===== config.mk =====
export PLATFORM = sky130hd
export DESIGN_NAME = rv_fetch
export DESIGN_NICKNAME = d
export VERILOG_FILES = /design/src/design/rv_isa_pkg.sv /design/src/design/rv_pipe_pkg.sv /design/src/design/rv_fetch.sv
export VERILOG_INCLUDE_DIRS = /design/src /design/src/design
export SDC_FILE = /design/constraint.sdc
export NUM_CORES = 1
export LEC_CHECK = 0
export BUFFER_PORTS_ARGS = -buffer_cell sky130_fd_sc_hd__buf_4
export CAP_MARGIN = 20
export CORE_MARGIN = 8
export CORE_UTILIZATION = 25
export DETAILED_ROUTE_END_ITERATION = 16
export PLACE_DENSITY_LB_ADDON = 0.25
export SLEW_MARGIN = 15
export SYNTH_ARGS = -nofsm -noshare
export SYNTH_HDL_FRONTEND = slang
export SYNTH_SLANG_ARGS = --single-unit

===== constraint.sdc =====
create_clock -name clk -period 4.4 [get_ports clk]
set_input_delay 0.66 -clock clk [delete_from_list [all_inputs] [get_ports clk]]
set_output_delay 0.66 -clock clk [all_outputs]
set_load 0.005 [all_outputs]

===== src/design/rv_core_config.svh =====
`ifndef RV_CORE_CONFIG_SVH
`define RV_CORE_CONFIG_SVH

//////////////////////////////
// Datapath
//////////////////////////////

// Data and address width
`define RV_XLEN 32

// Register index width, 32 integer registers
`define RV_REG_ADDR_W 5

//////////////////////////////
// Memory and reset
//////////////////////////////

// Data memory depth in words
`define RV_DMEM_WORDS 256

// First fetch address after reset
`define RV_RESET_PC 32'h0000_0000

`endif


===== src/design/rv_isa_pkg.sv =====
`include "rv_core_config.svh"

package rv_isa_pkg;

    //////////////////////////////
    // Field types
    //////////////////////////////

    typedef logic [`RV_XLEN-1:0]       word_t;      // Data or address
    typedef logic [31:0]               instr_t;     // Raw instruction
    typedef logic [`RV_REG_ADDR_W-1:0] reg_addr_t;  // Register index
    typedef logic [2:0]                funct3_t;

    //////////////////////////////
    // Opcodes and funct3 codes
    //////////////////////////////

    typedef enum logic [6:0] {
        OPC_OP     = 7'b0110011,  // Register-register ALU
        OPC_OP_IMM = 7'b0010011,  // Register-immediate ALU
        OPC_LOAD   = 7'b0000011,
        OPC_STORE  = 7'b0100011,
        OPC_BRANCH = 7'b1100011
    } opcode_e;

    // ALU group, shared by OP and OP_IMM
    typedef enum logic [2:0] {
        F3_ADD_SUB = 3'b000,
        F3_SLT     = 3'b010,
        F3_XOR     = 3'b100,
        F3_OR      = 3'b110,
        F3_AND     = 3'b111
    } alu_funct3_e;

    typedef enum logic [2:0] {
        F3_BEQ = 3'b000,
        F3_BNE = 3'b001
    } br_funct3_e;

    // Only word accesses are legal for LOAD and STORE
    localparam funct3_t F3_WORD = 3'b010;

    //////////////////////////////
    // Internal operation codes
    //////////////////////////////

    typedef enum logic [2:0] {
        ALU_ADD,
        ALU_SUB,
        ALU_AND,
        ALU_OR,
        ALU_XOR,
        ALU_SLT   // Signed compare, result 0 or 1
    } alu_op_e;

    typedef enum logic [1:0] {
        BR_NONE,
        BR_BEQ,
        BR_BNE
    } br_kind_e;

endpackage


===== src/design/rv_pipe_pkg.sv =====
package rv_pipe_pkg;

    import rv_isa_pkg::*;

    // Decoded control, cleared to zero for a bubble
    typedef struct packed {
        alu_op_e  alu_op;
        logic     alu_src_imm;  // Operand B from immediate
        logic     mem_read;
        logic     mem_write;
        logic     reg_write;
        logic     mem_to_reg;   // Write back load data
        br_kind_e br_kind;
    } ctrl_t;

    localparam ctrl_t  CTRL_BUBBLE  = '0;
    localparam instr_t INSTR_BUBBLE = '0;  // Decodes to no operation

    //////////////////////////////
    // Stage registers
    //////////////////////////////

    typedef struct packed {
        word_t  pc;
        instr_t instr;
    } if_id_t;

    typedef struct packed {
        word_t     pc;
        word_t     rs1_val;
        word_t     rs2_val;
        reg_addr_t rs1;
        reg_addr_t rs2;
        reg_addr_t rd;
        word_t     imm;
        ctrl_t     ctrl;
    } id_ex_t;

    typedef struct packed {
        word_t     alu_res;     // Also the data address
        word_t     store_data;
        reg_addr_t rd;
        logic      mem_write;
        logic      reg_write;
        logic      mem_to_reg;
    } ex_mem_t;

    typedef struct packed {
        logic      reg_write;
        reg_addr_t rd;
        word_t     data;
    } mem_wb_t;

endpackage


===== src/design/rv_fetch.sv =====
`timescale 1ns/1ps
`include "rv_core_config.svh"

module rv_fetch
    import rv_isa_pkg::*;
    import rv_pipe_pkg::*;
(
    input  logic   clk,
    input  logic   rst,
    input  logic   stall_i,      // Load-use hold from decode
    input  logic   redirect_i,   // Taken branch from execute
    input  word_t  target_i,
    input  instr_t imem_data_i,
    output word_t  imem_addr_o,
    output if_id_t if_id_o
);

    word_t pc_q;

    assign imem_addr_o = pc_q;  // Instruction memory answers in the same cycle

    //////////////////////////////
    // PC and IF/ID register
    //////////////////////////////

    // Redirect has priority over stall
    always_ff @(posedge clk) begin
        if (rst) begin
            pc_q          <= `RV_RESET_PC;
            if_id_o.instr <= INSTR_BUBBLE;
        end else if (redirect_i) begin
            pc_q          <= target_i;
            if_id_o.instr <= INSTR_BUBBLE;  // Kill the word fetched this cycle
        end else if (!stall_i) begin
            pc_q          <= pc_q + word_t'(4);
            if_id_o.pc    <= pc_q;
            if_id_o.instr <= imem_data_i;
        end
    end

endmodule


======== Yosys cells after proc, flatten, opt, wreduce, memory -nomap -nowiden ========
Cells that the tools add are included.
storage, ports and cells
  register bits after elaboration ......... 96
  bits in latches ......................... 0
  memory bits (writable) .................. 0
  ROM bits ................................ 0
  input bits .............................. 68
  output and inout port bits .............. 96
  logic and storage cells ................. 12
  memories kept ........................... 0
cells by class
  add/sub/neg operators ................... 1
  $mul .................................... 0
  div/mod/pow operators ................... 0
  magnitude comparators ................... 0
  equality and inequality tests ........... 1
  shift operators ......................... 0
  multiplexer cells ....................... 2
  bitwise logic cells ..................... 3
  reductions and logical operators ........ 2
operators by type and width
  cell                                           number
  two-way mux 32 bit                             2
  adder 32 x 3 -> 32 bit, second input constant  1
  inverter 1 bit                                 3
  AND reduction 3 bit                            1
  != test 2 x 1 -> 1 bit, second input constant  1
  OR reduction 2 bit                             1

======== Longest topological paths before layout ========
  depth in word-level cells ............... 3
  depth in mapped cells ................... 6
  depth with buffers taken out ............ 5

======== Worst setup path before layout ========
No wires, ideal clock.
  kind .................................... in2reg
  start ................................... input port redirect_i
  end ..................................... register pc_q[31] (netlist: imem_addr_o[31])
  setup time .............................. 0.076 ns
  arrival time ............................ 4.069 ns
  data required time ...................... 4.324 ns
  setup slack ............................. 0.255 ns
  stages .................................. 5
  buffers on the path ..................... 1
  path through ............................ clkbuf_1 -> nor3_1 -> and3b_1 -> a311oi_1 -> nand3_1
between the ends
  cells in the longest elaborated chain, start to end .. 1
  elaborated cells between the ends (all ways) .. 2
  classes of those cells .................. 1 x eq/ne; 1 x mux
ends and longest elaborated chain
  element                                                                        RTL line        source
  from (decl)                                                                    rv_fetch.sv:11  input logic redirect_i,
  != test 2 x 1 -> 1 bit (no line) / two-way mux 32 bit (equally long branches)  -
  to (signal assigned)                                                           rv_fetch.sv:29  pc_q <= `RV_RESET_PC;
  to (signal assigned)                                                           rv_fetch.sv:32  pc_q <= target_i;
  to (signal assigned)                                                           rv_fetch.sv:35  pc_q <= pc_q + word_t'(4);
  to (decl)                                                                      rv_fetch.sv:18  word_t pc_q;
Several ways; a longest one is shown, not always the timed one.
A chain may end at the register's enable or synchronous reset.

======== Worst setup path in the final report ========
  start ................................... register pc_q[2] (netlist: imem_addr_o[2])
  end ..................................... register pc_q[26] (netlist: imem_addr_o[26])
between the ends
  cells in the longest elaborated chain, start to end .. 3
ends and longest elaborated chain
  element                 RTL line        source
  adder 32 x 3 -> 32 bit  rv_fetch.sv:35
  two-way mux 32 bit      rv_fetch.sv:34  end else if (!stall_i) begin
  two-way mux 32 bit      rv_fetch.sv:31  end else if (redirect_i) begin
No other way between the ends. The select of a mux whose other input is x is not followed.

==> reports/results.tsv <==
stage	metric	value	unit
yosys	xor/xnor cell area share of the yosys netlist	0.0238	
cells_and_area	Nets	607	
yosys	syn nets	453	
global_route	Total GRT Usage	0.126	
timing	Worst Setup Slack, final	1970	ps
clock_tree	Post-CTS Setup Inserts	0	
detailed_routing	DR vias	3610	
timing	Fin Hold WS	470	ps
clock_tree	Num Clock Sinks	96	
timing	Relative slew margins	0.493	
timing	Max Clock Skew	7.80	ps
detailed_routing	# DRC	0	
flow_run	max cap viols	0	
timing	TNS Setup	0	ps
critical_path	FF-to-FF Start	imem_addr_o[2]	
timing	period utilization	0.553	
yosys	Post-synth EDFFs	32	
outcome	status	complete, no violations	
placed_design	port bufs	163	
clock_tree	Num CTS Buffers	9	
placed_design	post-DP HPWL	9740	microns
yosys	Synth Area in Compound Gates	0.0968	
critical_path	CP max FO	8	
yosys	Synth cell types	47	
floorplanning	Ports	164	
timing	Final Hold Viols	0	
critical_path	worst path required time	4630	ps
timing	post-route minimum period	2430	ps
floorplanning	full die area	20500	sq um
global_route	grt ovf	0	
critical_path	FF-to-FF End	imem_addr_o[26]	
yosys	Mean Syn Cell Area	10.5	sq um
yosys	post-synthesis sequential area ratio	0.554	
global_route	pin count of the biggest net entering global routing	48	
floorplanning	num rows	46	
yosys	top cell type's share of synthesized area	0.317	
yosys	main area contributors after synthesis	dfxtp_1 (32%), edfxtp_1 (24%), mux2i_1 (8.7%)	
yosys	synth warn	0	
placed_design	gp weighted congestion	0.791	
yosys	Synth area leader	dfxtp_1	
min_path	Worst Hold Class	reg2reg	
critical_path	Critical Path End Type	flop	
critical_path	Worst Setup Start Kind	flop	
yosys	simple-gate area share of the yosys netlist	0.205	
min_path	Min-Delay Path Depth	0	
floorplanning	Placeable Area	15800	sq um
detailed_routing	drt wl/cell	17.3	microns
global_route	initial antenna violation count	0	
cells_and_area	fraction of layout cells with a size suffix above 1	0.343	
power	peak supply drop	0.187	mV
detailed_routing	DRT Wirelength	13100	microns
power	Pleak	2.37	nW
yosys	ys async rst share	0	
clock_tree	clock buffer depth	2	
timing	fin. max-slew vios	0	
detailed_routing	initial detailed-routing violation count	172	
critical_path	R2R depth	5	
yosys	mux cell area share after synthesis	0.0866	
yosys	Main synth FF type	dfxtp_1	
power	PwrDens	351	nW/um^2
clock_tree	root buf cell	clkbuf_16	
cells_and_area	Filler cells	1582	
min_path	Worst Hold Path EP	if_id_o[33]	
yosys	Mapped Cells	384	
cells_and_area	post-layout util	0.365	
floorplanning	Die Wd	143	microns
timing	RSZ-0062 raised after global routing	false	
critical_path	Worst setup startpoint	imem_addr_o[2]	
critical_path	r2r setup slk	1970	ps
yosys	post-synthesis adder-cell area fraction	0.00309	
detailed_routing	post-DR vias/cell	4.76	
yosys	largest family of logic cells by synthesized area	simple AND/OR/NAND/NOR gates	
clock_tree	Clock Latency Late Sink	350	ps
timing	final setup fails	0	
yosys	#FFs+latches synth	96	
critical_path	crit path kind	reg2reg	
floorplanning	Die Span Y	143	microns
global_route	first-pass GRT wire length	20000	microns
clock_tree	CTS tree	done	
yosys	mapped cell area	4050	sq um
clock_tree	CTS resizes	0	
timing	Worst Tran Pin Value	754	ps
placed_design	Worst Setup Slack post-DPL	1670	ps
global_route	vias in the first global route	3688	
detailed_routing	First-pass DRT Iterations	5	
detailed_routing	Final ANT Viol Nets	0	
cells_and_area	antenna fix cells	0	
critical_path	crit path DAT	2670	ps
clock_tree	Hold Buf Count CTS	0	
min_path	hold path startpoint	imem_addr_o[1]	
floorplanning	Starting Density	0.256	
timing	Max Freq	0.411	GHz
clock_tree	CTS HTree Levels	3	
clock_tree	clock transition at the registers of the reported paths	70	ps
cells_and_area	Area Growth Syn to Fin	42.8	%
==> metal layers <==
metal,GRT usage,share of wire,up-vias
li1,-,-,1734
met1,0.143,0.42,1728
met2,0.204,0.46,135
met3,0.0634,0.11,13
met4,0.0376,0.010,0
met5,0,0,-
==> per-stage QoR <==
step           cell area (sq um)  power, W  cells
4_1_cts                     5780   0.00206    759
3_3_place_gp                5480   0.00125    743
2_1_floorplan               4050   0.00111    384
6_report                    5780   0.00203    759
3_5_place_dp                5480   0.00125    743
5_1_grt                     5780   0.00212    759
==> report_power, final <==
part	switching (W)	internal [W]	total, W
logic	0.0000943	0.000125	0.000220
clock network	0.000357	0.000441	0.000798
registers	0.0000515	0.000957	0.00101
total	0.000503	0.00152	0.00203
==> layout by cell type, fill, tap and decap left out, drive strengths merged, types with 7 or more instances in the layout <==
cell and n:
or4 9, buf 167, a2111oi 7, mux2i 35
inv 9, nor4 8, clkbuf 9, a211oi 11
nand4 13, nor2 62, edfxtp 32, nand3 12
xnor2 8, nand2 17, dfxtp 64
==> cell usage after synthesis, types with 2 or more instances <==
cell / count
mux2i_1: 35
buf_2: 2
inv_1: 8
and4_1: 4
nor3_1: 6
or4b_1: 2
nor2_1: 62
a2111oi_0: 5
and3b_1: 2
nand2_1: 17
a21oi_1: 4
nand3_1: 12
o31ai_1: 5
a311oi_1: 6
nand3b_1: 3
xnor2_1: 8
nor4_1: 8
nand2b_1: 2
a2111oi_1: 2
dfxtp_1: 64
a32oi_1: 3
buf_1: 9
a211oi_1: 11
nand4_1: 12
o21ai_0: 6
xor2_1: 3
and3_1: 6
clkbuf_1: 12
o41a_1: 3
nor2b_1: 4
or4_1: 9
or3_1: 2
edfxtp_1: 32
o211ai_1: 2
==> critical path: stages, from the launching register on <==
cell and delay [ps]:
dfxtp_1 480, ha_1 260, nand4_2 200, or4b_1 710, o41a_1 370, a2111oi_1 310
==> area by class of cell <==
| cell class | instances | area [sq um] | area share |
|---|---|---|---|
| sequential | 96 | 2240 | 0.388 |
| multi-input combinational | 256 | 1690 | 0.292 |
| timing repair buffer | 167 | 1250 | 0.217 |
| tap | 216 | 270 | 0.0468 |
| clock buffer | 9 | 225 | 0.0390 |
| clock inverter | 7 | 71.3 | 0.0123 |
| inverter | 8 | 30.0 | 0.00520 |
==> worst max path at each step <==
stage	endpoint	slack (ps)	cells past startpoint
after floorplan	imem_addr_o[31]	260	5
after global placement	imem_addr_o[19]	1740	5
after detailed placement	imem_addr_o[19]	1670	5
after CTS	imem_addr_o[24]	1980	5
after global routing	imem_addr_o[26]	1830	5
final	imem_addr_o[26]	1970	5
==> cell families (layout without fill, tap and decap cells) <==
family,after synthesis,after routing
flip-flops,96,96
XOR/XNOR,11,11
AND/OR/NAND/NOR,159,159
buffers and inverters,32,191
multiplexers,35,35
adder cells (fa/ha/maj),1,1
AO/OA/AOI/OAI,50,50
==> registers in the layout, indices dropped and copies added, names as in the netlist <==
| signal | count |
|---|---|
| if_id_o | 64 |
| imem_addr_o | 32 |
Power figures use the tool's default switching activity.
