==> src/design/rv_core_config.svh <==
`ifndef RV_CORE_CONFIG_SVH
`define RV_CORE_CONFIG_SVH

//////////////////////////////
// Datapath
//////////////////////////////

// Data and address width
`define RV_XLEN 32

// Register index width, 32 integer registers
`define RV_REG_ADDR_W 5

//////////////////////////////
// Memory and reset
//////////////////////////////

// Data memory depth in words
`define RV_DMEM_WORDS 256

// First fetch address after reset
`define RV_RESET_PC 32'h0000_0000

`endif

==> src/design/rv_isa_pkg.sv <==
`include "rv_core_config.svh"

package rv_isa_pkg;

    //////////////////////////////
    // Field types
    //////////////////////////////

    typedef logic [`RV_XLEN-1:0]       word_t;      // Data or address
    typedef logic [31:0]               instr_t;     // Raw instruction
    typedef logic [`RV_REG_ADDR_W-1:0] reg_addr_t;  // Register index
    typedef logic [2:0]                funct3_t;

    //////////////////////////////
    // Opcodes and funct3 codes
    //////////////////////////////

    typedef enum logic [6:0] {
        OPC_OP     = 7'b0110011,  // Register-register ALU
        OPC_OP_IMM = 7'b0010011,  // Register-immediate ALU
        OPC_LOAD   = 7'b0000011,
        OPC_STORE  = 7'b0100011,
        OPC_BRANCH = 7'b1100011
    } opcode_e;

    // ALU group, shared by OP and OP_IMM
    typedef enum logic [2:0] {
        F3_ADD_SUB = 3'b000,
        F3_SLT     = 3'b010,
        F3_XOR     = 3'b100,
        F3_OR      = 3'b110,
        F3_AND     = 3'b111
    } alu_funct3_e;

    typedef enum logic [2:0] {
        F3_BEQ = 3'b000,
        F3_BNE = 3'b001
    } br_funct3_e;

    // Only word accesses are legal for LOAD and STORE
    localparam funct3_t F3_WORD = 3'b010;

    //////////////////////////////
    // Internal operation codes
    //////////////////////////////

    typedef enum logic [2:0] {
        ALU_ADD,
        ALU_SUB,
        ALU_AND,
        ALU_OR,
        ALU_XOR,
        ALU_SLT   // Signed compare, result 0 or 1
    } alu_op_e;

    typedef enum logic [1:0] {
        BR_NONE,
        BR_BEQ,
        BR_BNE
    } br_kind_e;

endpackage

==> src/design/rv_pipe_pkg.sv <==
package rv_pipe_pkg;

    import rv_isa_pkg::*;

    // Decoded control, cleared to zero for a bubble
    typedef struct packed {
        alu_op_e  alu_op;
        logic     alu_src_imm;  // Operand B from immediate
        logic     mem_read;
        logic     mem_write;
        logic     reg_write;
        logic     mem_to_reg;   // Write back load data
        br_kind_e br_kind;
    } ctrl_t;

    localparam ctrl_t  CTRL_BUBBLE  = '0;
    localparam instr_t INSTR_BUBBLE = '0;  // Decodes to no operation

    //////////////////////////////
    // Stage registers
    //////////////////////////////

    typedef struct packed {
        word_t  pc;
        instr_t instr;
    } if_id_t;

    typedef struct packed {
        word_t     pc;
        word_t     rs1_val;
        word_t     rs2_val;
        reg_addr_t rs1;
        reg_addr_t rs2;
        reg_addr_t rd;
        word_t     imm;
        ctrl_t     ctrl;
    } id_ex_t;

    typedef struct packed {
        word_t     alu_res;     // Also the data address
        word_t     store_data;
        reg_addr_t rd;
        logic      mem_write;
        logic      reg_write;
        logic      mem_to_reg;
    } ex_mem_t;

    typedef struct packed {
        logic      reg_write;
        reg_addr_t rd;
        word_t     data;
    } mem_wb_t;

endpackage

==> src/design/rv_decode.sv <==
`timescale 1ns/1ps
`include "rv_core_config.svh"

module rv_decode
    import rv_isa_pkg::*;
    import rv_pipe_pkg::*;
(
    input  logic    clk,
    input  logic    rst,
    input  if_id_t  if_id_i,
    input  logic    flush_i,    // Taken branch in execute
    input  mem_wb_t wb_i,       // Register file write port
    output logic    stall_o,
    output id_ex_t  id_ex_o
);

    instr_t    instr;
    reg_addr_t rs1_a, rs2_a, rd_a;
    funct3_t   f3;
    word_t     imm_i, imm_s, imm_b;
    word_t     rf [32];
    ctrl_t     ctrl_d;
    alu_op_e   alu_op_d;
    logic      alu_ok, rs1_used, rs2_used;
    id_ex_t    id_ex_d;

    assign instr = if_id_i.instr;
    assign rs1_a = instr[19:15];
    assign rs2_a = instr[24:20];
    assign rd_a  = instr[11:7];
    assign f3    = instr[14:12];

    assign imm_i = {{(`RV_XLEN-12){instr[31]}}, instr[31:20]};
    assign imm_s = {{(`RV_XLEN-12){instr[31]}}, instr[31:25], instr[11:7]};
    assign imm_b = {{(`RV_XLEN-13){instr[31]}}, instr[31], instr[7], instr[30:25],
                    instr[11:8], 1'b0};

    //////////////////////////////
    // Register file
    //////////////////////////////

    // x0 reads as zero, a write in the same cycle is passed through
    function automatic word_t rf_read(reg_addr_t addr);
        if (addr == '0)
            return '0;
        if (wb_i.reg_write && wb_i.rd == addr)
            return wb_i.data;
        return rf[addr];
    endfunction

    always_ff @(posedge clk) begin
        if (wb_i.reg_write && wb_i.rd != '0)
            rf[wb_i.rd] <= wb_i.data;
    end

    //////////////////////////////
    // Decoder
    //////////////////////////////

    always_comb begin
        alu_ok   = 1'b1;
        alu_op_d = ALU_ADD;
        case (f3)
            F3_ADD_SUB: alu_op_d = (instr[6:0] == OPC_OP && instr[30]) ? ALU_SUB : ALU_ADD;
            F3_SLT:     alu_op_d = ALU_SLT;
            F3_XOR:     alu_op_d = ALU_XOR;
            F3_OR:      alu_op_d = ALU_OR;
            F3_AND:     alu_op_d = ALU_AND;
            default:    alu_ok   = 1'b0;  // Shifts and unsigned compare not supported
        endcase
    end

    always_comb begin
        ctrl_d   = CTRL_BUBBLE;
        rs1_used = 1'b1;
        rs2_used = 1'b0;
        id_ex_d.imm = imm_i;
        case (instr[6:0])
            OPC_OP: begin
                rs2_used         = 1'b1;
                ctrl_d.alu_op    = alu_op_d;
                ctrl_d.reg_write = alu_ok;
            end
            OPC_OP_IMM: begin
                ctrl_d.alu_op      = alu_op_d;
                ctrl_d.alu_src_imm = 1'b1;
                ctrl_d.reg_write   = alu_ok;
            end
            OPC_LOAD: begin
                ctrl_d.alu_src_imm = 1'b1;
                ctrl_d.mem_read    = (f3 == F3_WORD);
                ctrl_d.reg_write   = (f3 == F3_WORD);
                ctrl_d.mem_to_reg  = 1'b1;
            end
            OPC_STORE: begin
                rs2_used           = 1'b1;
                id_ex_d.imm        = imm_s;
                ctrl_d.alu_src_imm = 1'b1;
                ctrl_d.mem_write   = (f3 == F3_WORD);
            end
            OPC_BRANCH: begin
                rs2_used    = 1'b1;
                id_ex_d.imm = imm_b;
                if (f3 == F3_BEQ)
                    ctrl_d.br_kind = BR_BEQ;
                else if (f3 == F3_BNE)
                    ctrl_d.br_kind = BR_BNE;
            end
            default: rs1_used = 1'b0;  // Bubble or unsupported opcode
        endcase
        if (rd_a == '0)
            ctrl_d.reg_write = 1'b0;   // Writes to x0 are dropped here
        id_ex_d.pc      = if_id_i.pc;
        id_ex_d.rs1_val = rf_read(rs1_a);
        id_ex_d.rs2_val = rf_read(rs2_a);
        id_ex_d.rs1     = rs1_a;
        id_ex_d.rs2     = rs2_a;
        id_ex_d.rd      = rd_a;
        id_ex_d.ctrl    = ctrl_d;
    end

    // Load in execute feeding this instruction
    assign stall_o = id_ex_o.ctrl.mem_read && id_ex_o.rd != '0 &&
                     ((rs1_used && id_ex_o.rd == rs1_a) || (rs2_used && id_ex_o.rd == rs2_a));

    always_ff @(posedge clk) begin
        if (rst || flush_i || stall_o)
            id_ex_o.ctrl <= CTRL_BUBBLE;
        else
            id_ex_o <= id_ex_d;
    end

endmodule

==> config.mk <==
export PLATFORM = sky130hd
export DESIGN_NAME = rv_decode
export DESIGN_NICKNAME = d
export VERILOG_FILES = /design/src/design/rv_isa_pkg.sv /design/src/design/rv_pipe_pkg.sv /design/src/design/rv_decode.sv
export VERILOG_INCLUDE_DIRS = /design/src /design/src/design
export SDC_FILE = /design/constraint.sdc
export NUM_CORES = 1
export LEC_CHECK = 0
export BUFFER_PORTS_ARGS = -buffer_cell sky130_fd_sc_hd__buf_2
export CORE_MARGIN = 1
export CORE_UTILIZATION = 30
export CTS_CLUSTER_DIAMETER = 150
export CTS_CLUSTER_SIZE = 12
export DETAILED_ROUTE_END_ITERATION = 16
export PLACE_DENSITY = 0.45
export REMOVE_ABC_BUFFERS = 1
export SLEW_MARGIN = 0
export SYNTH_ARGS = -nofsm -noshare
export SYNTH_HDL_FRONTEND = slang
export SYNTH_SLANG_ARGS = --single-unit
==> constraint.sdc <==
create_clock -name clk -period 12.5 [get_ports clk]
set_input_delay 0 -clock clk [delete_from_list [all_inputs] [get_ports clk]]
set_output_delay 0 -clock clk [all_outputs]
set_load 0.05 [all_outputs]
# Yosys cells after proc, flatten, opt, wreduce, memory -nomap -nowiden
# Memory sizes are Yosys's and may differ from the RTL's.
# Index checks and enable logic that the tools add are counted.
# Widths: inputs -> output; s select.
[classes]
addsub = 0
mul = 0
n_div = 0
order_cmp = 0
eq_ne = 14
shifts = 0
muxes = 27
n_bitwise = 4
reduce_logical = 28
[op_table]
columns = ["cell", "count"]
rows = [
  ["$mux 32", 8],
  ["$pmux 12 s2", 1],
  ["$eq 5x5->1", 4],
  ["$logic_not 5->1", 3],
  ["$mux 1", 15],
  ["$pmux 3 s5", 1],
  ["$eq 7x6->1 const B", 2],
  ["$reduce_or 2->1", 6],
  ["$reduce_bool 5->1", 2],
  ["$reduce_or 5->1", 2],
  ["$eq 3x3->1 const B", 3],
  ["$reduce_or 3->1", 3],
  ["$logic_and 1x1->1", 8],
  ["$eq 7x2->1 const B", 1],
  ["$eq 7x5->1 const B", 1],
  ["$eq 7x7->1 const B", 1],
  ["$not 1->1", 4],
  ["$eq 3x1->1 const B", 1],
  ["$eq 3x2->1 const B", 1],
  ["$logic_not 3->1", 1],
  ["$logic_or 1x1->1", 3],
  ["$mux 2", 1],
  ["$pmux 1 s2", 1],
]
[word_totals]
regBits = 134
latch_bits = 0
mem_bits_rw = 1024
romBits = 0
in_bits = 105
out_inout_bits = 154
elab_cells = 89
memories = 1
[mem_list]
columns = ["name", "words", "width", "read_ports", "rd_clocked_by_memory_dff", "wr", "line_no", "source"]
rows = [
  ["rf", 32, 32, 2, 0, 1, "rv_decode.sv:21", "word_t rf [32];"],
]

# Longest topological paths before layout
# Gate-level depths: netlist (run 1).
[depth]
ltp_word = 8
depth_mapped = 9
depth_no_buf = 5

# Worst setup path after synthesis (run 1)
# Ideal clock, no wire load.
[synth_timing]
path_type = "reg2reg"
start = "reg id_ex_o[43] (netlist name)"
end = "reg id_ex_o[100] (netlist name) (enable)"
setup_ps = 797
arrival_time_ps = 10372
required_time_ps = 11703
slack_ps = 1331
path_stages_with_launch = 5
path_buffers = 0
period_less_slack_ps = 11169
path_cell_list = "edfxtp_1 > or4_1 > o21ai_0 > nor2_1 > a21boi_0"
[synth_between]
elab_chain_len = 5
elab_cells_between_ends = 9
cone_classes = "2 x eq/ne; 7 x reduce/logical"
[synth_lines]
columns = ["item", "line_no", "source"]
rows = [
  ["from (decl)", "rv_decode.sv:14", "output id_ex_t id_ex_o"],
  ["from (signal assigned)", "rv_decode.sv:130", "id_ex_o <= id_ex_d;"],
  ["$eq 5x5->1", "rv_decode.sv:124", "((rs1_used && id_ex_o.rd == rs1_a) || (rs2_used && id_ex_o.rd == rs2_a));"],
  ["$logic_and 1x1->1", "rv_decode.sv:124", ""],
  ["$logic_or 1x1->1", "rv_decode.sv:124", ""],
  ["$logic_and 1x1->1 *", "rv_decode.sv:123", "assign stall_o = id_ex_o.ctrl.mem_read && id_ex_o.rd != '0 &&"],
  ["$logic_or 1x1->1 *", "rv_decode.sv:127", "if (rst || flush_i || stall_o)"],
]
# Mark *: on every way between the ends. The rest lies on a longest branch, timed or not.
# A chain may end at the register's enable or synchronous reset.

# Worst setup path after layout (run 1)
[layout_timing]
start = "in if_id_i[20] (netlist name)"
end = "reg id_ex_o[66] (netlist name) (data pin)"
[layout_between]
elab_chain_len = 6
elab_cells_between_ends = 10
cone_classes = "1 x eq/ne; 6 x mux; 2 x reduce/logical; 1 x memory"
[layout_lines]
columns = ["item", "line_no", "source"]
rows = [
  ["from (decl)", "rv_decode.sv:10", "input if_id_t if_id_i,"],
  ["branches (longest 5 deep; another with $mem_v2 32x32)", "--", ""],
  ["$mux 32 *", "rv_decode.sv:46", "if (wb_i.reg_write && wb_i.rd == addr)"],
]
# Mark *: on every way between the ends. The select of a mux whose other input is x is not followed.

==> results.md, run 1 <==
- Setup tns final: 0 ps
- Total Die Area: 176000 sq um
- Unrepaired setup endpoints after global routing: no
- Arrival time of data at the critical path endpoint: 4280 ps
- Worst clock skew: 51.4 ps
- Yosys reg bits: 1158
- Flop pwr share: 0.535
- Max-slew headroom at the worst pin: 0.113
- Via Count: 31000
- Highest-count cells in the layout ignoring fill and taps: sky130_fd_sc_hd__edfxtp_1, sky130_fd_sc_hd__mux4_2, sky130_fd_sc_hd__buf_2
- Final setup violation count: 0
- First-pass GRT wire length: 260000 um
- Final wirelength: 189000 um
- Async SR Flop Fraction: 0
- RR Endpoint: id_ex_o[72]
- Total I/O pin count: 259
- CP Data Required Time: 13000 ps
- Relative contribution of the clock network to total power: 0.362
- Number of pins exceeding their max-slew limit in the final report: 0
- Fraction of the cycle the final worst path needs: 0.302
- Highest routed layer: met5
- Initial antenna violation count: 11
- Core region area: 172000 sq um
- Crit end category: flop
- Kind of critical path: primary input to flop
- Max Root-Sink Buffers: 3
- Largest fanout of any net on the critical path: 43
- Net Switching: 2.01 mW
- Leakage power: 19.4 nW
- Routed wire per std cell: 34.8 um
- Fraction of post-synthesis cell area in the top cell type by area: 0.659
- Number of clock sinks: 1158
- Upper clock frequency limit: 0.265 GHz
- Crit path launch type: primary input
- Synthesized netlist cell count: 2702
- Worst hold path class: primary input to flop
- Buffer count from post-CTS setup fixing: 0
- Routed wl met3: 12900 um
- Final critical delay including setup and external delays: 3770 ps
- Number of buffers created by CTS: 106
- Via count normalized by instance count: 5.72
- Final net count: 3198
- Post-DP HPWL: 102000 um
- Clock input transition at the sequential cells of the worst setup and hold paths: 70 ps
- Starting Density: 0.303
- Synth area leaders: sky130_fd_sc_hd__edfxtp_1, sky130_fd_sc_hd__mux4_2, sky130_fd_sc_hd__mux2i_1, sky130_fd_sc_hd__mux4_1, sky130_fd_sc_hd__a22oi_1
- Chip height: 420 um
- Vias in the first global route: 32400
- Commonest non-fill, non-tap cell in the layout: sky130_fd_sc_hd__edfxtp_1
- Reported max-cap violation count: 0
- Clock latency on the worst-skew pair: 760 ps
- Detailed Route Iter0 Violations: 3385
- Mean instance size in the synthesized netlist: 19.4 sq um
- Number of nets with antenna violations after detailed routing: 0
- PD cells: 136 nW/um^2
- Worst reg-to-reg path cell count: 6
- Gate power share: 0.103
- Largest net degree at the start of global routing: 105
- Register-to-Register Setup Slack: 9060 ps
- Die W: 420 um
- Row count: 152
- Input/output buffers: 258
- Sequential-to-total area share from yosys stat: 0.663
- Post-layout power: 8.21 mW
- Top flip-flop cell by instance count after synthesis: sky130_fd_sc_hd__edfxtp_1
- Root Buffer: sky130_fd_sc_hd__clkbuf_16
- Number of different library cells in the post-synthesis netlist: 62
- TritonCTS clock tree: yes
- Iteration count of the initial detailed-routing pass: 7
- Area growth from synthesis to final layout: 15.7%
- Met2 wirelength from detailed routing: 91300 um
- Post-Synthesis Cell Area: 52300 sq um
- Result of the run: complete, no violations
- DRT met1 WL: 78500 um
- Crit path launch: if_id_i[20]
- Ratio of cells with drive above 1 in the final layout: 0.302
- Endpoint of the most critical setup path: id_ex_o[66]
- GRT Resource Usage Total: 0.213
- Total congestion overflow after global routing: 0
- Startpoint of the most critical register-to-register path: id_ex_o[43]
- Number of hold violations in the final report: 0
- Number of warnings printed during yosys synthesis: 0
- Peak supply drop: 0.0973 mV
- Dominant cell type by area after synthesis: sky130_fd_sc_hd__edfxtp_1
- Startpoint of the tightest hold check path: if_id_i[11]
- Final estimated routing congestion in global placement: 0.790
- DRC Markers: 0
- Depth of the CTS H-tree: 3
- Switching power as a share of total power: 0.245
- Measured slew at the worst slew-check pin: 1330 ps
- Internal power: 6.20 mW
- Number of enable flip-flop cells after synthesis: 1148
-- registers in the layout, summed over array words and instances, names as in the netlist --
| signal | count |
|---|---|
| rf | 1024 |
| id_ex_o | 134 |
-- timing repair --
action | in CTS | in global routing
endpoints found under the hold margin | 1154 | 0
gates resized for setup | 0 | 0
hold buffers | 145 | 0
-- layer usage --
metal	vias to the layer above	GRT usage
li1	12300	-
met1	16900	0.285
met2	1500	0.354
met3	324	0.0336
met4	6	0.0658
met5	-	0
-- per-stage QoR --
| stage | setup slack (ps) | cells | instance area, sq um | hold slack [ps] | util |
|---|---|---|---|---|---|
| 4_1_cts | 8570 | 5425 | 60500 | 0.761 | 0.351 |
| 5_1_grt | 8310 | 5426 | 60500 | 29.3 | 0.351 |
| 3_3_place_gp | 7760 | 5150 | 56200 | 181 | 0.326 |
| 6_report | 8730 | 5427 | 60500 | 49.1 | 0.351 |
| 3_5_place_dp | 7750 | 5150 | 56200 | 179 | 0.326 |
| 2_1_floorplan | 1330 | 2499 | 51000 | 76.8 | - |
-- logic make-up after synthesis --
kind of cell	share of synthesized area
and+or+nand+nor	0.0255
AOI/OAI and AO/OA	0.0547
muxes	0.227
other	0.0000717
buffers and inverters	0.0269
xor gates and xnor gates	0.00351
DFF	0.663
-- power groups by stage --
stage / registers, mW / clock network [mW] / logic, mW
CTS: 4.39 / 3.04 / 0.857
detailed placement: 4.47 / 0 / 0.820
finish: 4.39 / 2.97 / 0.849
global placement: 4.47 / 0 / 0.814
floorplan: 4.57 / 0 / 0.328
global route: 4.40 / 3.16 / 0.895
-- worst max-delay path, stage by stage --
cell	delay [ps]
sky130_fd_sc_hd__buf_8	220
sky130_fd_sc_hd__buf_4	540
sky130_fd_sc_hd__buf_4	740
sky130_fd_sc_hd__buf_4	860
sky130_fd_sc_hd__buf_4	670
sky130_fd_sc_hd__mux4_2	590
sky130_fd_sc_hd__mux2i_1	200
sky130_fd_sc_hd__a32oi_1	80
sky130_fd_sc_hd__a32o_1	270
-- Yosys cell counts, types with 15 or more instances --
master,number
sky130_fd_sc_hd__buf_6,24
sky130_fd_sc_hd__o22ai_1,69
sky130_fd_sc_hd__buf_4,54
sky130_fd_sc_hd__a32o_1,40
sky130_fd_sc_hd__a21oi_1,41
sky130_fd_sc_hd__nor2b_1,17
sky130_fd_sc_hd__clkbuf_1,76
sky130_fd_sc_hd__o21ai_0,15
sky130_fd_sc_hd__edfxtp_1,1148
sky130_fd_sc_hd__o221ai_1,27
sky130_fd_sc_hd__a211oi_1,46
sky130_fd_sc_hd__a22o_1,33
sky130_fd_sc_hd__a22oi_1,61
sky130_fd_sc_hd__a32oi_1,23
sky130_fd_sc_hd__nand2_1,117
sky130_fd_sc_hd__nor3_1,19
sky130_fd_sc_hd__mux4_1,23
sky130_fd_sc_hd__nand3_1,17
sky130_fd_sc_hd__mux4_2,422
sky130_fd_sc_hd__buf_2,65
sky130_fd_sc_hd__mux2i_1,164
sky130_fd_sc_hd__nor2_1,65
-- worst min path at each step --
stage,to,slack (ps),cells past startpoint
2_1_floorplan,id_ex_o[2],80,1
3_3_place_gp,id_ex_o[135],180,1
3_5_place_dp,id_ex_o[148],180,1
4_1_cts,id_ex_o[46],0.8,2
5_1_grt,id_ex_o[44],30,2
6_report,id_ex_o[46],50,2
-- layout make-up --
cell class                      instances  area, sq um
Inverter                                4         17.5
Tap cell                             2310         2890
Clock inverter                          5         72.6
Timing Repair Buffer                  486         3440
Multi-Input combinational cell       1337        16700
Antenna cell                            2         5.00
Sequential cell                      1158        34700
Clock buffer                          125         2770
Fill cell                           16100       112000
Power figures use the tool's default switching activity.
==> run 2, diff against run 1 <==
- ABC_AREA: default -> 1
- clock period: 12.5 -> 3.6 ns (I/O delays scaled with it)
==> results.md, run 2 <==
- Total I/O pin count: 259 (unchanged)
- TritonCTS clock tree: yes
- Count of hold buffers inserted by post-cts repair: 158 (+9.0%)
- Worst-path cell with the longest stage delay: sky130_fd_sc_hd__xnor2_1
- Detailed Route Iter0 Violations: 5263 (+55%)
- Number of nets with antenna violations after detailed routing: 0 (unchanged)
- Count of filler cells inserted in the layout: 19400 (+20%)
- Resized Gates After CTS: 0 (unchanged)
- Post-layout power: 29.5 mW (+260%)
- Leakage power: 26.8 nW (+38%)
- Total congestion overflow after global routing: 0 (unchanged)
- Final net count: 6938 (+120%)
- Root Buffer: sky130_fd_sc_hd__clkbuf_16
- Number of warnings printed during yosys synthesis: 0 (unchanged)
- Ratio of cells with drive above 1 in the final layout: 0.0895 (-0.212)
- Worst reg-to-reg path cell count: 8 (+2)
- PD cells: 440 nW/um^2 (+220%)
- Dominant delay contributor by cell family on the critical path: buffers and inverters
- Highest-count cells in the layout ignoring fill and taps: sky130_fd_sc_hd__nand2_1, sky130_fd_sc_hd__edfxtp_1, sky130_fd_sc_hd__nand3_1
- Largest net degree at the start of global routing: 174 (+66%)
- Number of different library cells in the post-synthesis netlist: 34 (-45%)
- DRT met1 WL: 99800 um (+27%)
- Hold Worst Slack: 84.0 ps (+35.0 ps)
- Final setup violation count: 0 (unchanged)
- Crit end category: flop
- RR Endpoint: id_ex_o[9]
- Post-DP HPWL: 134000 um (+31%)
- Result of the run: complete, no violations
- Number of enable flip-flop cells after synthesis: 1148 (unchanged)
- Clock input transition at the sequential cells of the worst setup and hold paths: 70 ps (about the same)
- Startpoint of the most critical register-to-register path: id_ex_o[44]
- Largest register FFs: 1024 (unchanged)
- Stage delay of the slowest cell on the critical path: 780 ps (-80 ps)
- Synthesized netlist cell count: 6555 (+140%)
- Die W: 443 um (+5.5%)
- Number of pins exceeding their max-slew limit in the final report: 0 (unchanged)
- Async SR Flop Fraction: 0 (unchanged)
- Arrival time of data at the critical path endpoint: 4140 ps (-140 ps)
- Total Die Area: 196000 sq um (+11%)
- Chip height: 443 um (+5.5%)
- Upper clock frequency limit: 0.285 GHz
- Post-Synthesis Cell Area: 58300 sq um (+11%)
- Register-to-Register Setup Slack: 100 ps (-8960 ps)
- Dominant cell type by area after synthesis: sky130_fd_sc_hd__edfxtp_1
- Count leader, synth: sky130_fd_sc_hd__nand2_1
- Depth of the CTS H-tree: 3 (unchanged)
- Input/output buffers: 258 (unchanged)
- Sequential-to-total area share from yosys stat: 0.594 (-0.0681)
- Critical Path Stages: 8 (-1)
- Yosys reg bits: 1158 (unchanged)
- Top flip-flop cell by instance count after synthesis: sky130_fd_sc_hd__edfxtp_1
- Commonest non-fill, non-tap cell in the layout: sky130_fd_sc_hd__nand2_1
- Initial antenna violation count: 14 (+3)
- Endpoint of the most critical setup path: id_ex_o[9]
- Clock latency on the worst-skew pair: 780 ps (+20 ps)
- Routed wire per std cell: 25.4 um (-27%)
- Largest registers ranked by flip-flop count: rf (1024), id_ex_o (134)
- Unrepaired setup endpoints after global routing: no
- Post-route design area: 67000 sq um (+11%)
- Largest fanout of any net on the critical path: 5 (-88%)
- Vias in the first global route: 46300 (+43%)
- Series of cell instances along the critical path: xnor2_1, nand4_1, nand2_1, nand2_1, nand3_1, dlygate4sd3_1, nor2_1, dlygate4sd3_1
- Measured slew at the worst slew-check pin: 1170 ps (-160 ps)
- Fraction of post-synthesis cell area in the top cell type by area: 0.591 (-0.0677)
- CP Data Required Time: 4240 ps (-8760 ps)
- Final wirelength: 238000 um (+26%)
- Core region area: 193000 sq um (+12%)
- Mean instance size in the synthesized netlist: 8.90 sq um (-54%)
- Via Count: 49000 (+58%)
- Max-slew headroom at the worst pin: 0.221 (+0.109)
- Worst clock skew: 38.9 ps (-12.5 ps)
- Buffer count from post-CTS setup fixing: 0 (unchanged)
- Most common library cells after synthesis: sky130_fd_sc_hd__nand2_1, sky130_fd_sc_hd__edfxtp_1, sky130_fd_sc_hd__nand3_1
- Number of hold violations in the final report: 0 (unchanged)
- Final critical delay including setup and external delays: 3500 ps
- Fraction of the cycle the final worst path needs: 0.973
- Number of buffers created by CTS: 106 (unchanged)
- GRT Resource Usage Total: 0.237 (+0.0244)
- Reported max-cap violation count: 0 (unchanged)
- Max Root-Sink Buffers: 3 (unchanged)
- Crit path launch type: flop
- Area growth from synthesis to final layout: 14.9%
- Register with the most flip-flops: rf
- Worst hold path class: primary input to flop
- Post-Place Cell Area: 62600 sq um (+11%)
- DRC Markers: 0 (unchanged)
- Met2 wirelength from detailed routing: 112000 um (+22%)
- First-pass GRT wire length: 337000 um (+30%)
- Highest routed layer: met5
- Starting Density: 0.303 (-0.000820)
- Synth area leaders: sky130_fd_sc_hd__edfxtp_1, sky130_fd_sc_hd__nand2_1, sky130_fd_sc_hd__nand3_1, sky130_fd_sc_hd__inv_1, sky130_fd_sc_hd__nor2_1
- Crit path launch: id_ex_o[44]
- Number of clock sinks: 1158 (unchanged)
- Routed wl met3: 17200 um (+34%)
- Kind of critical path: flop to flop
- Iteration count of the initial detailed-routing pass: 6 (-1)
- Peak supply drop: 0.409 mV (+320%)
- Row count: 161 (+5.9%)
- Via count normalized by instance count: 5.22 (-8.6%)
- Final estimated routing congestion in global placement: 0.840 (+6.3%)
- Buf+Inv Stages, Crit Path: 2 (-3)
-- run 2: changes by cell type after synthesis, moves of 164 or more --
cell | before | now
sky130_fd_sc_hd__inv_1 | 2 | 546
sky130_fd_sc_hd__nand2_1 | 117 | 2216
sky130_fd_sc_hd__nand3_1 | 17 | 999
sky130_fd_sc_hd__nor2_1 | 65 | 510
sky130_fd_sc_hd__mux2i_1 | 164 | 0
sky130_fd_sc_hd__o21ai_0 | 15 | 250
sky130_fd_sc_hd__buf_2 | 65 | 235
sky130_fd_sc_hd__mux4_2 | 422 | 0
-- run 2: metrics by stage --
stage          cells  TNS, ps  setup WS (ps)   util
6_report        9378        0           96.5  0.348
5_1_grt         9377        0           26.9  0.348
4_1_cts         9375        0            157  0.348
3_5_place_dp    9093        0            653  0.325
3_3_place_gp    9093        0            612  0.325
2_1_floorplan   6139  -395960          -2750      -
-- run 2: worst min path at each step --
| stage | from | slack, ps | end | cells after the start |
|---|---|---|---|---|
| 3_5_place_dp | if_id_i[32] | 180 | id_ex_o[121] | 1 |
| 2_1_floorplan | if_id_i[32] | 100 | id_ex_o[121] | 0 |
| 5_1_grt | if_id_i[18] | 40 | id_ex_o[55] | 2 |
| 6_report | if_id_i[18] | 80 | id_ex_o[55] | 2 |
| 4_1_cts | if_id_i[18] | 2 | id_ex_o[55] | 2 |
| 3_3_place_gp | if_id_i[37] | 180 | id_ex_o[126] | 1 |
-- run 2: per-layer routing --
layer  GRT usage  vias to the layer above
li1            -                    22300
met1       0.316                    24000
met2       0.394                     2310
met3      0.0267                      406
met4      0.0927                        2
met5           0                        -
-- run 2: kinds of logic (layout without fill, tap and decap cells) --
group / count (synthesis) / after routing / synth area share
flip-flops: 1158 / 1158 / 0.594
AO/OA/AOI/OAI: 613 / 613 / 0.0592
XOR/XNOR: 5 / 5 / 0.000751
buffers and inverters: 1001 / 1264 / 0.0782
other: 1 / 35 / 0.0000643
AND/OR/NAND/NOR: 3777 / 3777 / 0.267
-- run 2: layout make-up --
class / instances / area (sq um) / share of cell area
tap: 2526 / 3160 / 0.0471
timing repair buffer: 586 / 4760 / 0.0710
antenna: 3 / 7.51 / 0.000112
inverter: 554 / 2120 / 0.0317
clock inverter: 7 / 125 / 0.00187
clock buffer: 117 / 2720 / 0.0405
multi-input combinational: 4427 / 19500 / 0.291
sequential: 1158 / 34700 / 0.517
-- run 2: report_power, final --
group	internal, mW	leakage, nW	switching [mW]
Sequential	15.1	10.5	0.135
Combinational	0.970	14.9	2.72
Clock	5.30	1.38	5.24
Total	21.4	26.8	8.09
